<file path="config.mk">
export PLATFORM = sky130hd
export DESIGN_NAME = rvfi_tracer_top
export DESIGN_NICKNAME = d
export VERILOG_FILES = /design/src/rvfi_pkg.sv /design/src/trace_pkg.sv /design/src/trace_decode.sv /design/src/trace_execute.sv /design/src/trace_result.sv /design/src/rvfi_tracer_top.sv
export SDC_FILE = /design/constraint.sdc
export NUM_CORES = 1
export LEC_CHECK = 0
export BUFFER_PORTS_ARGS = -buffer_cell sky130_fd_sc_hd__buf_2
export CAP_MARGIN = 20
export CORE_MARGIN = 2
export CORE_UTILIZATION = 61
export CTS_CLUSTER_SIZE = 28
export DETAILED_ROUTE_END_ITERATION = 12
export GPL_TIMING_DRIVEN = 1
export PLACE_DENSITY = 0.79
export RECOVER_POWER = 100
export SLEW_MARGIN = 30
export SYNTH_ARGS = -nofsm -noshare
export SYNTH_HDL_FRONTEND = slang
export SYNTH_HIERARCHICAL = 1
export SYNTH_SLANG_ARGS = --single-unit
export TNS_END_PERCENT = 30
</file>
<file path="constraint.sdc">
create_clock -name clk_i -period 17 [get_ports clk_i]
set_input_delay 1.7 -clock clk_i [delete_from_list [all_inputs] [get_ports clk_i]]
set_output_delay 1.7 -clock clk_i [all_outputs]
set_load 0.01 [all_outputs]
</file>
<file path="src/rvfi_pkg.sv">
// ---------------------------------------------------------------------------
// Retire port types for an RV32 core and the RV32I encoding fields
// used by the trace decoder
// ---------------------------------------------------------------------------

package rvfi_pkg;

  typedef logic [31:0] xlen_t;
  typedef logic [31:0] insn_t;
  typedef logic [4:0]  reg_addr_t;
  typedef logic [3:0]  byte_mask_t;
  typedef logic [6:0]  opcode_t;
  typedef logic [2:0]  funct3_t;
  typedef logic [6:0]  funct7_t;

  // One retired instruction, RVFI subset
  typedef struct packed {
    logic       valid;
    insn_t      insn;
    xlen_t      pc_rdata;
    xlen_t      pc_wdata;
    reg_addr_t  rs1_addr;
    reg_addr_t  rs2_addr;
    reg_addr_t  rd_addr;
    xlen_t      mem_addr;
    byte_mask_t mem_rmask;
    byte_mask_t mem_wmask;
  } rvfi_rec_t;

  // Major opcodes, instruction bits 6:0
  localparam opcode_t OPC_OP       = 7'b0110011;
  localparam opcode_t OPC_OP_IMM   = 7'b0010011;
  localparam opcode_t OPC_LUI      = 7'b0110111;
  localparam opcode_t OPC_AUIPC    = 7'b0010111;
  localparam opcode_t OPC_JAL      = 7'b1101111;
  localparam opcode_t OPC_JALR     = 7'b1100111;
  localparam opcode_t OPC_BRANCH   = 7'b1100011;
  localparam opcode_t OPC_LOAD     = 7'b0000011;
  localparam opcode_t OPC_STORE    = 7'b0100011;
  localparam opcode_t OPC_MISC_MEM = 7'b0001111;
  localparam opcode_t OPC_SYSTEM   = 7'b1110011;

  // Low bits of every 32-bit instruction
  localparam logic [1:0] OPC_UNCOMPRESSED = 2'b11;

  // funct7 values that RV32I allows
  localparam funct7_t F7_BASE = 7'b0000000;
  localparam funct7_t F7_ALT  = 7'b0100000;

  // funct3 values with a special meaning in the decoder
  localparam funct3_t F3_ADD_SUB = 3'b000;
  localparam funct3_t F3_SLL     = 3'b001;
  localparam funct3_t F3_SRL_SRA = 3'b101;
  localparam funct3_t F3_PRIV    = 3'b000;
  localparam funct3_t F3_FENCE   = 3'b000;
  localparam funct3_t F3_FENCE_I = 3'b001;

endpackage

</file>
<file path="src/trace_pkg.sv">
// ---------------------------------------------------------------------------
// Trace record, instruction classes, access mask, queue depth and the
// Wishbone register map of the trace monitor
// ---------------------------------------------------------------------------

package trace_pkg;

  typedef enum logic [3:0] {
    CLS_OP         = 4'd0,
    CLS_OP_IMM     = 4'd1,
    CLS_SHIFT_IMM  = 4'd2,
    CLS_LUI        = 4'd3,
    CLS_AUIPC      = 4'd4,
    CLS_JAL        = 4'd5,
    CLS_JALR       = 4'd6,
    CLS_BRANCH     = 4'd7,
    CLS_LOAD       = 4'd8,
    CLS_STORE      = 4'd9,
    CLS_CSR        = 4'd10,
    CLS_FENCE      = 4'd11,
    CLS_SYSTEM     = 4'd12,
    CLS_COMPRESSED = 4'd13,
    CLS_INVALID    = 4'd14
  } insn_class_e;

  // Data items touched by one instruction
  typedef logic [3:0] access_mask_t;
  localparam access_mask_t ACC_RS1 = 4'b0001;
  localparam access_mask_t ACC_RS2 = 4'b0010;
  localparam access_mask_t ACC_RD  = 4'b0100;
  localparam access_mask_t ACC_MEM = 4'b1000;

  typedef logic [31:0] cycle_t;

  typedef struct packed {
    insn_class_e        cls;
    rvfi_pkg::insn_t    insn;
    rvfi_pkg::xlen_t    pc_rdata;
    rvfi_pkg::xlen_t    pc_wdata;
    rvfi_pkg::reg_addr_t rs1;
    rvfi_pkg::reg_addr_t rs2;
    rvfi_pkg::reg_addr_t rd;
    cycle_t             cycle;
  } decoded_t;

  typedef struct packed {
    cycle_t              cycle;
    rvfi_pkg::xlen_t     pc;
    insn_class_e         cls;
    access_mask_t        mask;
    rvfi_pkg::reg_addr_t rd;
    rvfi_pkg::reg_addr_t rs1;
    rvfi_pkg::reg_addr_t rs2;
    rvfi_pkg::xlen_t     operand;
  } trace_rec_t;

  // Record queue
  localparam int unsigned TRACE_DEPTH = 8;
  localparam int unsigned PTR_W       = $clog2(TRACE_DEPTH);
  localparam int unsigned CNT_W       = $clog2(TRACE_DEPTH + 1);
  typedef logic [PTR_W-1:0] ptr_t;
  typedef logic [CNT_W-1:0] count_t;

  // Word offsets of the bus registers
  typedef logic [2:0] wb_adr_t;
  localparam wb_adr_t REG_STATUS  = 3'd0;
  localparam wb_adr_t REG_CYCLE   = 3'd1;
  localparam wb_adr_t REG_PC      = 3'd2;
  localparam wb_adr_t REG_INFO    = 3'd3;
  localparam wb_adr_t REG_OPERAND = 3'd4;
  localparam wb_adr_t REG_POP     = 3'd5;

  typedef struct packed {
    logic            cyc;
    logic            stb;
    logic            we;
    wb_adr_t         adr;
    rvfi_pkg::xlen_t dat;
  } wb_req_t;

endpackage

</file>
<file path="src/trace_decode.sv">
// ---------------------------------------------------------------------------
// Retire stage of the trace monitor: cycle counter, RV32I classification
// and the registered decoded record
// ---------------------------------------------------------------------------

`timescale 1ns/1ns

module trace_decode (
  input  logic                clk_i,
  input  logic                rst_ni,
  input  rvfi_pkg::rvfi_rec_t rvfi,
  output trace_pkg::decoded_t dec,
  output logic                dec_valid
);

  import rvfi_pkg::*;
  import trace_pkg::*;

  cycle_t      cycle_q;
  insn_class_e cls;
  opcode_t     opcode;
  funct3_t     funct3;
  funct7_t     funct7;

  assign opcode = rvfi.insn[6:0];
  assign funct3 = rvfi.insn[14:12];
  assign funct7 = rvfi.insn[31:25];

  // Free running, zero in the first cycle after reset
  always_ff @(posedge clk_i or negedge rst_ni) begin
    if (!rst_ni) begin
      cycle_q <= '0;
    end else begin
      cycle_q <= cycle_q + 1'b1;
    end
  end

  always_comb begin
    cls = CLS_INVALID;
    if (rvfi.insn[1:0] != OPC_UNCOMPRESSED) begin
      cls = CLS_COMPRESSED;
    end else begin
      case (opcode)
        OPC_OP: begin
          // SUB and SRA are the only users of the alternate funct7
          if (funct7 == F7_BASE) begin
            cls = CLS_OP;
          end else if (funct7 == F7_ALT &&
                       (funct3 == F3_ADD_SUB || funct3 == F3_SRL_SRA)) begin
            cls = CLS_OP;
          end
        end
        OPC_OP_IMM: begin
          if (funct3 == F3_SLL) begin
            if (funct7 == F7_BASE) begin
              cls = CLS_SHIFT_IMM;
            end
          end else if (funct3 == F3_SRL_SRA) begin
            if (funct7 == F7_BASE || funct7 == F7_ALT) begin
              cls = CLS_SHIFT_IMM;
            end
          end else begin
            cls = CLS_OP_IMM;
          end
        end
        OPC_LUI:   cls = CLS_LUI;
        OPC_AUIPC: cls = CLS_AUIPC;
        OPC_JAL:   cls = CLS_JAL;
        OPC_JALR: begin
          if (funct3 == 3'b000) begin
            cls = CLS_JALR;
          end
        end
        OPC_BRANCH: begin
          if (funct3 != 3'b010 && funct3 != 3'b011) begin
            cls = CLS_BRANCH;
          end
        end
        OPC_LOAD: begin
          // Sizes 3, 6 and 7 do not exist
          if (funct3 != 3'b011 && funct3 < 3'b110) begin
            cls = CLS_LOAD;
          end
        end
        OPC_STORE: begin
          if (funct3 <= 3'b010) begin
            cls = CLS_STORE;
          end
        end
        OPC_MISC_MEM: begin
          if (funct3 == F3_FENCE || funct3 == F3_FENCE_I) begin
            cls = CLS_FENCE;
          end
        end
        OPC_SYSTEM: begin
          if (funct3 == F3_PRIV) begin
            cls = CLS_SYSTEM;
          end else if (funct3 != 3'b100) begin
            cls = CLS_CSR;
          end
        end
        default: cls = CLS_INVALID;
      endcase
    end
  end

  always_ff @(posedge clk_i or negedge rst_ni) begin
    if (!rst_ni) begin
      dec_valid <= 1'b0;
    end else begin
      dec_valid <= rvfi.valid;
    end
  end

  always_ff @(posedge clk_i) begin
    if (rvfi.valid) begin
      dec.cls      <= cls;
      dec.insn     <= rvfi.insn;
      dec.pc_rdata <= rvfi.pc_rdata;
      dec.pc_wdata <= rvfi.pc_wdata;
      dec.rs1      <= rvfi.rs1_addr;
      dec.rs2      <= rvfi.rs2_addr;
      dec.rd       <= rvfi.rd_addr;
      dec.cycle    <= cycle_q;
    end
  end

  // A retired word must always leave with a defined class
  a_cls_known: assert property (@(posedge clk_i) disable iff (!rst_ni)
    dec_valid |-> !$isunknown(dec.cls));

endmodule

</file>
<file path="src/trace_execute.sv">
// ---------------------------------------------------------------------------
// Operand and access mask per instruction class, and the registered
// trace record
// ---------------------------------------------------------------------------

`timescale 1ns/1ns

module trace_execute (
  input  logic                  clk_i,
  input  logic                  rst_ni,
  input  trace_pkg::decoded_t   dec,
  input  logic                  dec_valid,
  output trace_pkg::trace_rec_t rec,
  output logic                  rec_valid
);

  import rvfi_pkg::*;
  import trace_pkg::*;

  xlen_t        imm_i;
  xlen_t        imm_s;
  xlen_t        imm_b;
  xlen_t        operand;
  access_mask_t mask;

  // Immediate formats
  assign imm_i = {{20{dec.insn[31]}}, dec.insn[31:20]};
  assign imm_s = {{20{dec.insn[31]}}, dec.insn[31:25], dec.insn[11:7]};
  assign imm_b = {{19{dec.insn[31]}}, dec.insn[31], dec.insn[7],
                  dec.insn[30:25], dec.insn[11:8], 1'b0};

  always_comb begin
    operand = '0;
    mask    = '0;
    case (dec.cls)
      CLS_OP: begin
        mask = ACC_RS1 | ACC_RS2 | ACC_RD;
      end
      CLS_OP_IMM, CLS_JALR: begin
        operand = imm_i;
        mask    = ACC_RS1 | ACC_RD;
      end
      CLS_SHIFT_IMM: begin
        operand = {27'b0, dec.insn[24:20]};
        mask    = ACC_RS1 | ACC_RD;
      end
      CLS_LUI, CLS_AUIPC: begin
        operand = {12'b0, dec.insn[31:12]};
        mask    = ACC_RD;
      end
      CLS_JAL: begin
        // Jump target is already known from the core
        operand = dec.pc_wdata;
        mask    = ACC_RD;
      end
      CLS_BRANCH: begin
        // Taken target, pc_wdata only holds it when the branch was taken
        operand = dec.pc_rdata + imm_b;
        mask    = ACC_RS1 | ACC_RS2;
      end
      CLS_LOAD: begin
        operand = imm_i;
        mask    = ACC_RS1 | ACC_RD | ACC_MEM;
      end
      CLS_STORE: begin
        operand = imm_s;
        mask    = ACC_RS1 | ACC_RS2 | ACC_MEM;
      end
      CLS_CSR: begin
        operand = {20'b0, dec.insn[31:20]};
        mask    = ACC_RD;
        // Immediate forms take a zimm in the rs1 field
        if (!dec.insn[14]) begin
          mask = mask | ACC_RS1;
        end
      end
      CLS_FENCE: begin
        operand = {24'b0, dec.insn[27:20]};
      end
      default: begin
        operand = '0;
        mask    = '0;
      end
    endcase
  end

  always_ff @(posedge clk_i or negedge rst_ni) begin
    if (!rst_ni) begin
      rec_valid <= 1'b0;
    end else begin
      rec_valid <= dec_valid;
    end
  end

  always_ff @(posedge clk_i) begin
    if (dec_valid) begin
      rec.cycle   <= dec.cycle;
      rec.pc      <= dec.pc_rdata;
      rec.cls     <= dec.cls;
      rec.mask    <= mask;
      rec.rd      <= dec.rd;
      rec.rs1     <= dec.rs1;
      rec.rs2     <= dec.rs2;
      rec.operand <= operand;
    end
  end

  // Only memory instructions report a memory access
  a_mem_only_ldst: assert property (@(posedge clk_i) disable iff (!rst_ni)
    (rec_valid && (rec.mask & ACC_MEM) != '0) |-> rec.cls inside {CLS_LOAD, CLS_STORE});

endmodule

</file>
<file path="src/trace_result.sv">
// ---------------------------------------------------------------------------
// Trace record queue with sticky overflow, and the Wishbone classic
// register port that reads and pops it
// ---------------------------------------------------------------------------

`timescale 1ns/1ns

module trace_result (
  input  logic                  clk_i,
  input  logic                  rst_ni,
  input  trace_pkg::trace_rec_t rec,
  input  logic                  rec_valid,
  input  trace_pkg::wb_req_t    wb,
  output rvfi_pkg::xlen_t       wb_dat,
  output logic                  wb_ack
);

  import rvfi_pkg::*;
  import trace_pkg::*;

  trace_rec_t mem [TRACE_DEPTH];
  trace_rec_t head;
  ptr_t       wr_ptr_q;
  ptr_t       rd_ptr_q;
  count_t     count_q;
  logic       overflow_q;
  logic       empty;
  logic       full;
  logic       bus_req;
  logic       do_pop;
  logic       do_push;
  logic       ovf_clr;
  xlen_t      rdata;
  xlen_t      rdata_q;

  assign empty = (count_q == '0);
  assign full  = (count_q == count_t'(TRACE_DEPTH));
  assign head  = mem[rd_ptr_q];

  // New bus cycle, not yet acknowledged
  assign bus_req = wb.cyc && wb.stb && !wb_ack;
  assign do_pop  = bus_req && wb.we && wb.adr == REG_POP && !empty;
  assign ovf_clr = bus_req && wb.we && wb.adr == REG_STATUS;

  // A pop in the same cycle frees the slot for the push
  assign do_push = rec_valid && (!full || do_pop);

  always_ff @(posedge clk_i) begin
    if (do_push) begin
      mem[wr_ptr_q] <= rec;
    end
  end

  always_ff @(posedge clk_i or negedge rst_ni) begin
    if (!rst_ni) begin
      wr_ptr_q <= '0;
      rd_ptr_q <= '0;
      count_q  <= '0;
    end else begin
      if (do_push) begin
        wr_ptr_q <= (wr_ptr_q == ptr_t'(TRACE_DEPTH - 1)) ? '0 : wr_ptr_q + 1'b1;
      end
      if (do_pop) begin
        rd_ptr_q <= (rd_ptr_q == ptr_t'(TRACE_DEPTH - 1)) ? '0 : rd_ptr_q + 1'b1;
      end
      if (do_push && !do_pop) begin
        count_q <= count_q + 1'b1;
      end else if (do_pop && !do_push) begin
        count_q <= count_q - 1'b1;
      end
    end
  end

  // Lost record wins over a clear in the same cycle
  always_ff @(posedge clk_i or negedge rst_ni) begin
    if (!rst_ni) begin
      overflow_q <= 1'b0;
    end else if (rec_valid && !do_push) begin
      overflow_q <= 1'b1;
    end else if (ovf_clr) begin
      overflow_q <= 1'b0;
    end
  end

  always_comb begin
    rdata = '0;
    case (wb.adr)
      REG_STATUS: begin
        rdata[CNT_W-1:0] = count_q;
        rdata[8]         = overflow_q;
      end
      REG_CYCLE:   rdata = empty ? '0 : head.cycle;
      REG_PC:      rdata = empty ? '0 : head.pc;
      REG_INFO: begin
        if (!empty) begin
          rdata = {3'b000, head.rs2, 3'b000, head.rs1, 3'b000, head.rd,
                   head.mask, head.cls};
        end
      end
      REG_OPERAND: rdata = empty ? '0 : head.operand;
      default:     rdata = '0;
    endcase
  end

  // Single cycle ack, data captured with it
  always_ff @(posedge clk_i or negedge rst_ni) begin
    if (!rst_ni) begin
      wb_ack <= 1'b0;
    end else begin
      wb_ack <= bus_req;
    end
  end

  always_ff @(posedge clk_i) begin
    if (bus_req) begin
      rdata_q <= rdata;
    end
  end

  assign wb_dat = rdata_q;

  a_count_max: assert property (@(posedge clk_i) disable iff (!rst_ni)
    count_q <= count_t'(TRACE_DEPTH));

  a_ack_in_cycle: assert property (@(posedge clk_i) disable iff (!rst_ni)
    wb_ack |-> (wb.cyc && wb.stb));

endmodule

</file>
<file path="src/rvfi_tracer_top.sv">
// ---------------------------------------------------------------------------
// Trace monitor top: retire port, three stage pipeline and bus port
// ---------------------------------------------------------------------------

`timescale 1ns/1ns

module rvfi_tracer_top (
  input  logic                clk_i,
  input  logic                rst_ni,
  input  rvfi_pkg::rvfi_rec_t rvfi,
  input  trace_pkg::wb_req_t  wb,
  output rvfi_pkg::xlen_t     wb_dat,
  output logic                wb_ack
);

  import trace_pkg::*;

  decoded_t   dec;
  logic       dec_valid;
  trace_rec_t rec;
  logic       rec_valid;

  trace_decode i_decode (
    .clk_i,
    .rst_ni,
    .rvfi,
    .dec,
    .dec_valid
  );

  trace_execute i_execute (
    .clk_i,
    .rst_ni,
    .dec,
    .dec_valid,
    .rec,
    .rec_valid
  );

  trace_result i_result (
    .clk_i,
    .rst_ni,
    .rec,
    .rec_valid,
    .wb,
    .wb_dat,
    .wb_ack
  );

endmodule

</file>
# Word-level counts from Yosys, hierarchy flattened
# Memories as Yosys holds them, arrays and structs flattened.
# Index checks and enable logic that the tools add are counted.
dict set report totals {
  output_inout_bits 33
  n_memories 1
  register_bits 344
  inputBits 192
  ramBits 952
  wordCells 137
}
dict set report classes {
  mux 33
  magnitude_cmp 2
  eq_ne 37
  n_reduce_logical 33
  addsub 6
}
# name words word_bits read_ports rd_clocked_by_memory_dff write_ports line
set mem_list {}
lappend mem_list {i_result.mem 8 119 1 0 1 trace_result.sv:21} ;# trace_rec_t mem [TRACE_DEPTH];
# cell n
set ops {}
lappend ops {{case mux 32 bit (8 select lines)} 1}
lappend ops {{2-to-1 mux 32 bit} 3}
lappend ops {{case mux 23 bit (4 select lines)} 1}
lappend ops {{2-to-1 mux 4 bit} 11}
lappend ops {{case mux 4 bit (11 select lines)} 1}
lappend ops {{adder 32 x 1 -> 32 bit, second input constant} 1}
lappend ops {{adder 32 bit} 1}
lappend ops {{2-to-1 mux 29 bit} 1}
lappend ops {{equality test 7 x 6 -> 1 bit, second input constant} 4}
lappend ops {{equality test 7 bit, second input constant} 4}
lappend ops {{case mux 4 bit (7 select lines)} 1}
lappend ops {{equality test 4 bit, second input constant} 5}
lappend ops {{case mux 4 bit (5 select lines)} 1}
lappend ops {{2-to-1 mux 3 bit} 6}
lappend ops {{equality test 4 x 3 -> 1 bit, second input constant} 4}
lappend ops {{case mux 4 bit (4 select lines)} 1}
lappend ops {{equality test 3 bit, second input constant} 5}
lappend ops {{equality test 7 x 5 -> 1 bit, second input constant} 2}
lappend ops {{logical AND 1 bit} 13}
lappend ops {{OR reduction 3 bit} 3}
lappend ops {{equality test 4 x 2 -> 1 bit, second input constant} 2}
lappend ops {{zero test 4 bit} 2}
lappend ops {{equality test 7 x 2 -> 1 bit, second input constant} 1}
lappend ops {{equality test 7 x 4 -> 1 bit, second input constant} 1}
lappend ops {{other kinds (19)} 36}

# Depth between registers and ports, before layout
# Gate-level depths: netlist of the first run.
dict set report depth {
  depth_word 11
  mapped_depth 13
  ltp_nobuf 12
}

# Cells and area by module
# Netlist of the first run, hierarchy kept.
# mod n_inst area_each_um2 seq_area_each_um2 cells_per_inst
set by_module_without_submodules {}
lappend by_module_without_submodules {trace_result 1 38075.3 29848.6 1707}
lappend by_module_without_submodules {trace_decode 1 6307.3 5240.0 349}
lappend by_module_without_submodules {trace_execute 1 5928.2 3598.5 473}

# Worst setup path after synthesis of the first run
# No wires, ideal clock.
dict set report synth_timing {
  path_kind {input -> register}
  from {input port wb[37] (netlist bit)}
  to {memory i_result/mem[0][0] (netlist bit) (enable)}
  setup_ns 0.890
  t_required_ns 16.110
  path_stages 4
  t_arrival_ns 13.509
  slack_ns 2.601
  n_path_buf 0
  cell_sequence {and4b_1 and4b_1 o21ai_1 nor4_1}
}
dict set report synth_via {
  elab_chain_cells 9
}
# element line
set synth_rtl {}
lappend synth_rtl {{from (decl)} rvfi_tracer_top.sv:11} ;# input trace_pkg::wb_req_t wb,
lappend synth_rtl {{logical AND 1 bit (2 in a row)} trace_result.sv:41} ;# assign bus_req = wb.cyc && wb.stb && !wb_ack;
lappend synth_rtl {{logical AND 1 bit (3 in a row)} trace_result.sv:42} ;# assign do_pop = bus_req && wb.we && wb.adr == REG_POP && !empty;
lappend synth_rtl {{logical OR 1 bit} trace_result.sv:46} ;# assign do_push = rec_valid && (!full || do_pop);
lappend synth_rtl {{logical AND 1 bit} trace_result.sv:46}
lappend synth_rtl {{2-to-1 mux 1 bit} trace_result.sv:49} ;# if (do_push) begin
lappend synth_rtl {{2-to-1 mux 1 bit (not written as such)} trace_result.sv:50} ;# mem[wr_ptr_q] <= rec;
lappend synth_rtl {{to (decl)} trace_result.sv:21}
# Every way passes these cells.

# Final worst setup path of the first run
dict set report layout_timing {
  from {input port wb[36] (netlist bit)}
  to {memory i_result/mem[5][10] (netlist bit) (enable)}
}
dict set report layout_via {
  elab_chain_cells 9
}
# element line
set layout_rtl {}
lappend layout_rtl {{logical AND 1 bit (2 in a row)} trace_result.sv:41}
lappend layout_rtl {{logical AND 1 bit (3 in a row)} trace_result.sv:42}
lappend layout_rtl {{logical OR 1 bit} trace_result.sv:46}
lappend layout_rtl {{logical AND 1 bit} trace_result.sv:46}
lappend layout_rtl {{named net i_result.do_push} trace_result.sv:31} ;# logic do_push;
lappend layout_rtl {{2-to-1 mux 1 bit} trace_result.sv:49}
lappend layout_rtl {{2-to-1 mux 1 bit (not written as such)} trace_result.sv:50}
# The timed path passes the listed nets, and every way through them passes these cells.

==> results of run 1 <==
## worst paths after layout
check	startpoint	endpoint	slack, ps	depth (start not counted)
min in group asynchronous	rst_ni	i_decode/dec_valid	2120	2
max in group asynchronous	rst_ni	i_result/rd_ptr_q[2]	12710	2
worst min-delay path	i_decode/dec[12]	i_execute/rec[99]	410	0
worst min register to register	i_decode/dec[12]	i_execute/rec[99]	410	0
worst max-delay path	wb[36]	i_result/mem[5][10]	6890	8
worst max register to register	i_result/wb_ack	i_result/mem[5][10]	7540	7
## metrics by stage
stage | area (um2) | cells | worst slack (ps)
6_report | 55580 | 3881 | 6888
5_1_grt | 55570 | 3879 | 6570
4_1_cts | 55910 | 3878 | 11870
3_5_place_dp | 52080 | 3658 | 11950
3_3_place_gp | 52000 | 3655 | 11510
2_1_floorplan | 50100 | 2522 | 2601
## power groups by stage
stage / combinational, W / sequential, W / clock (W)
6_report: 0.00136 / 0.00422 / 0.00260
5_1_grt: 0.00145 / 0.00425 / 0.00275
4_1_cts: 0.00135 / 0.00413 / 0.00263
3_5_place_dp: 0.00133 / 0.00418 / 0
3_3_place_gp: 0.00130 / 0.00414 / 0
2_1_floorplan: 0.000977 / 0.00418 / 0
## critical path, delay by kind of cell
| family | cells | cell delay [ps] |
|---|---|---|
| AOI/OAI and AO/OA | 1 | 390 |
| buffers and inverters | 3 | 6930 |
| and+or+nand+nor | 4 | 910 |
## cells in the final DEF (no fill, tap or decap), drive strengths merged, types with 15 or more instances in the layout
cell type     n
xor2         24
o22ai        48
nand4        16
nor2b        15
nor3         17
mux2i       161
a22oi        28
mux4        204
inv          22
nor2        105
nand3        43
a221oi       16
edfxtp     1243
buf         110
dfrtp        46
a21o         18
o21ai        51
ha           38
nand2        68
clkbuf      238
clkinv       43
xnor2        37
a21oi        74
## flip-flops by register name, indices dropped and copies added (netlist names)
name / count
i_decode/cycle_q: 32
i_decode/dec: 140
i_decode/dec_valid: 1
i_execute/rec: 119
i_execute/rec_valid: 1
i_result/count_q: 4
i_result/mem: 952
i_result/overflow_q: 1
i_result/rd_ptr_q: 3
i_result/wb_ack: 1
i_result/wb_dat: 32
i_result/wr_ptr_q: 3
## layer usage
layer,vias up,share of wire (%),wire length [um],global-route usage (%)
li1,10678,-,-,-
met1,13158,38,43030,36.41
met2,1378,51,57140,45.00
met3,186,8.6,9718,4.290
met4,2,2.4,2758,8.518
met5,-,0.023,26,0
## cell type report
cell class | count | area share, %
Clock buffer | 161 | 5.955
Timing Repair Buffer | 187 | 1.610
Inverter | 20 | 0.1351
Clock inverter | 59 | 0.9433
Tap cell | 1070 | 2.409
Antenna cell | 2 | 0.009005
Multi-Input combinational cell | 1093 | 19.70
Sequential cell | 1289 | 69.24
==> impl_metrics.tcl, run 1 <==
set metrics [dict create \
    area_delta_synth_final_pct 10.93 \
    cts_setup_buffers 0 \
    gp_congestion 0.8822 \
    drive_gt1_share_pct 18.80 \
    skew_ps 27.37 \
    synthCells 2522 \
    p_int_w 0.006108 \
    cp_cell_sequence "clkbuf_1, and4b_1, and4b_1, o21ai_0, inv_1, nand2_1, nor2_4, clkbuf_1" \
    min_path_type "reg2reg" \
    cts_resized 0 \
    register_area_um2 38480 \
    setup_viol 0 \
    num_vias 25402 \
    cts_hold_buf 0 \
    switchingPower_w 0.002076 \
    syn_avg_cell_area_um2 19.87 \
    drv_cap 25 \
    grt_start_max_net_pins 120 \
    drc_errors 0 \
    cts_sinks 1289 \
    slew_headroom_pct -531.0 \
    row_count 105 \
    vdd_drop_max_mv 0.1002 \
    finalSetupTns_ps 0 \
    slowest_delay_ps 6520 \
    clk_path_buf_depth 3 \
    start_util_pct 61.31 \
    portBuffers 152 \
    yosys_warnings 6 \
    fp.dieW_um 290.6 \
    hold_viol_final 0 \
    synth.cell_area_um2 50100 \
    crit_arrival_ps 10100 \
    violations "capacitance limit, slew limit" \
    power_density_nw_per_um2 147.2 \
    detail-route-antenna-nets 0 \
    htree_levels 3 \
    grt_pass1_wl_mm 166.2 \
    track_usage_pct 26.73 \
    die-area_um2 84440 \
    p_comb_share_pct 16.7 \
    first_global_vias 26109 \
    total_leakage_power_nw 17.87 \
    drv_slew 1634 \
    max_freq_ghz 0.09889 \
    clkTransAtPathRegs_ps 70 \
    cp_slowest_cell "clkbuf_1" \
    p_total_w 0.008184 \
    p_sw_share_pct 25.37 \
    multiInputGateArea_um2 10950 \
    clk_latency_ps 690 \
    hpwl_mm 61.71 \
    viasPerCell 6.545 \
    start_kind "primary input" \
    drtPass1Iterations 5 \
    fp.coreArea_um2 81720 \
    endpoint_kind "register" \
    pwr-share-clk_pct 31.8 \
    synth_nets 2754 \
    status "finished, violations left" \
    fillers 5006 \
    finalCriticalPeriod_ps 10110 \
    critPathMaxFanout 119 \
    cts_buffers 118 \
    worst_pin_slew_ps 9466 \
    period_share_pct 59.48 \
    drt_iter0_markers 2913 \
    grt_setup_unrepaired "false" \
    num-nets-final 2941 \
    p_seq_share_pct 51.6 \
    routed_wl_mm 112.7 \
    root_buffer "clkbuf_16" \
    ios 225 \
    holdWs_ps 413.8 \
    grt.overflow.total 0 \
    crit_required_ps 16990 \
    final_util_pct 68.01 \
    die_h_um 290.6 \
    wl_per_cell_um 29.03 \
    antenna_found_initial 4 \
    cts_tree "yes" \
    critPathKind "in2reg" \
]
Note: power is estimated with default switching activity, not from simulation.
==> run 2, diff against run 1 <==
==> constraint.sdc (replaced) <==
create_clock -name clk_i -period 9.63 [get_ports clk_i]
set_input_delay 0.963 -clock clk_i [delete_from_list [all_inputs] [get_ports clk_i]]
set_output_delay 0.963 -clock clk_i [all_outputs]
set_load 0.01 [all_outputs]
==> run 2 against run 1 <==
The run still ends with capacitance limit, slew limit left. Largest power group unchanged. Critical path type is now reg2reg. Highest routed layer is now met4. Power is 74% higher. Clock skew shrank 10 ps. Clock power grew 76%. Wire length up 0.17%. Final cell count increased by 0.23%.
==> impl_metrics.tcl, run 2 (same netlist as run 1, synthesis figures left out) <==
set metrics [dict create \
    status "finished, violations left" \
    violations "capacitance limit, slew limit" \
    regMostFlops "i_result/mem" \
    num-nets-final 2947 \
    final_common_cell "edfxtp_1" \
    hold_viol_final 0 \
    wl_per_cell_um 29.01 \
    setup_viol 0 \
    die_h_um 290.6 \
    fp.dieW_um 290.6 \
    clkTransAtPathRegs_ps 60 \
    area_delta_synth_final_pct 11.12 \
    drt_iter0_markers 3472 \
    track_usage_pct 26.91 \
    start_util_pct 61.31 \
    hpwl_mm 61.70 \
    cts_resized 0 \
    vdd_drop_max_mv 0.1601 \
    cts_tree "yes" \
    max_freq_ghz 0.1490 \
    finalCriticalPeriod_ps 6713 \
    viasPerCell 6.569 \
    period_share_pct 69.71 \
    design_area_um2 55670 \
    die-area_um2 84440 \
    critPathBufInv 2 \
    worst_pin_slew_ps 5330 \
    grt_setup_unrepaired "false" \
    crit_arrival_ps 7120 \
    power_density_nw_per_um2 256.3 \
    slowest_delay_ps 2820 \
    antenna_found_initial 0 \
    drtPass1Iterations 6 \
    total_leakage_power_nw 17.94 \
    cp_slowest_cell "clkbuf_1" \
    row_count 105 \
    holdPathStages 0 \
    placed_area_um2 52060 \
    drv_cap 22 \
    detail-route-antenna-nets 0 \
    largest_reg_flops 952 \
    cts_buffers 119 \
    cts_setup_buffers 0 \
    drive_gt1_share_pct 19.13 \
    clk_latency_ps 670 \
    largestRegisters "i_result/mem: 952 flops, i_decode/dec: 140 flops, i_execute/rec: 119 flops" \
    critPathKind "reg2reg" \
    cp_top_family "buffers and inverters" \
    root_buffer "clkbuf_16" \
    num_vias 25552 \
    fp.coreArea_um2 81720 \
    gp_congestion 0.8877 \
    path_depth 6 \
    dp_slack_ps 5377 \
    htree_levels 3 \
    drv_slew 1091 \
    skew_ps 17.09 \
    start_kind "register" \
    clk_path_buf_depth 3 \
    grt_pass1_wl_mm 166.6 \
    cts_hold_buf 0 \
    final_cell_mix "edfxtp_1 (1,243), mux4_2 (204), mux2i_1 (161), clkbuf_16 (120), buf_2 (107)" \
    finalWorstSetupSlack_ps 2917 \
    first_global_vias 25926 \
    grt.overflow.total 0 \
    fillers 4930 \
    cts_sinks 1289 \
    cp_cell_sequence "clkbuf_1, buf_4, mux2i_1, o22ai_1, a21oi_1, nor2_1" \
    crit_required_ps 10040 \
    min_path_type "reg2reg" \
    ios 225 \
    portBuffers 152 \
    endpoint_kind "register" \
    routed_wl_mm 112.9 \
    slew_headroom_pct -255.4 \
    drc_errors 0 \
    critPathMaxFanout 45 \
    r2r_cells 6 \
    grt_start_max_net_pins 169 \
]
[run 2: cell count changes in the layout (fill, tap and decap cells not counted), moves of 5 or more]
cell,delta
clkbuf_1,-17
inv_6,+5
buf_2,+8
clkinv_1,+11
buf_4,+6
clkinv_2,-6
[run 2: path summary, 6_finish.rpt]
path                                           start              endpoint  slack, ps
worst max-delay path            i_result/rd_ptr_q[2]   i_result/wb_dat[15]       2920
min in group asynchronous                     rst_ni  i_decode/cycle_q[11]       1380
max in group asynchronous                     rst_ni  i_result/rd_ptr_q[0]       6080
worst min register to register      i_decode/dec[42]     i_execute/rec[37]        420
worst max register to register  i_result/rd_ptr_q[2]   i_result/wb_dat[15]       2920
worst min-delay path                i_decode/dec[42]     i_execute/rec[37]        420
[run 2: worst reg2reg max path: stages (launching register included)]
cell and delay (ps):
dfrtp_1 1430, clkbuf_1 2820, buf_4 1160, mux2i_1 480
o22ai_1 220, a21oi_1 280, nor2_1 60
[run 2: final cells by class]
cell class | instances | area [um2] | area share (%)
tap | 1070 | 1339 | 2.405
timing repair buffer | 192 | 1025 | 1.841
multi-input combinational | 1093 | 10930 | 19.62
clock buffer | 156 | 3218 | 5.780
sequential | 1289 | 38480 | 69.13
inverter | 20 | 75.07 | 0.1348
antenna | 2 | 5.005 | 0.008990
clock inverter | 68 | 600.6 | 1.079
[run 2: layer usage]
layer / GRT usage, % / vias up / part of all wire (%)
li1: - / 10689 / -
met2: 45.22 / 1491 / 50
met3: 3.587 / 240 / 8.2
met5: 0 / - / 0
met4: 8.796 / 0 / 3.3
met1: 37.17 / 13132 / 38
[run 2: power by group]
part           switching (W)  leakage [nW]  total (W)  internal (W)
Sequential          0.000336          12.1    0.00733       0.00700
Combinational        0.00136          3.94    0.00236      0.000995
Clock                0.00198          1.86    0.00458       0.00259
[run 2: through the flow]
step	instances	util (%)	hold WS [ps]	setup TNS (ps)	power [W]
floorplan	2522	-	400.3	-280790	0.009067
global placement	3658	63.68	401.1	0	0.009611
detailed placement	3660	63.71	405.2	0	0.009733
CTS	3884	68.38	415.0	0	0.01429
global route	3888	68.12	422.1	0	0.01473
finish	3890	68.13	417.3	0	0.01427
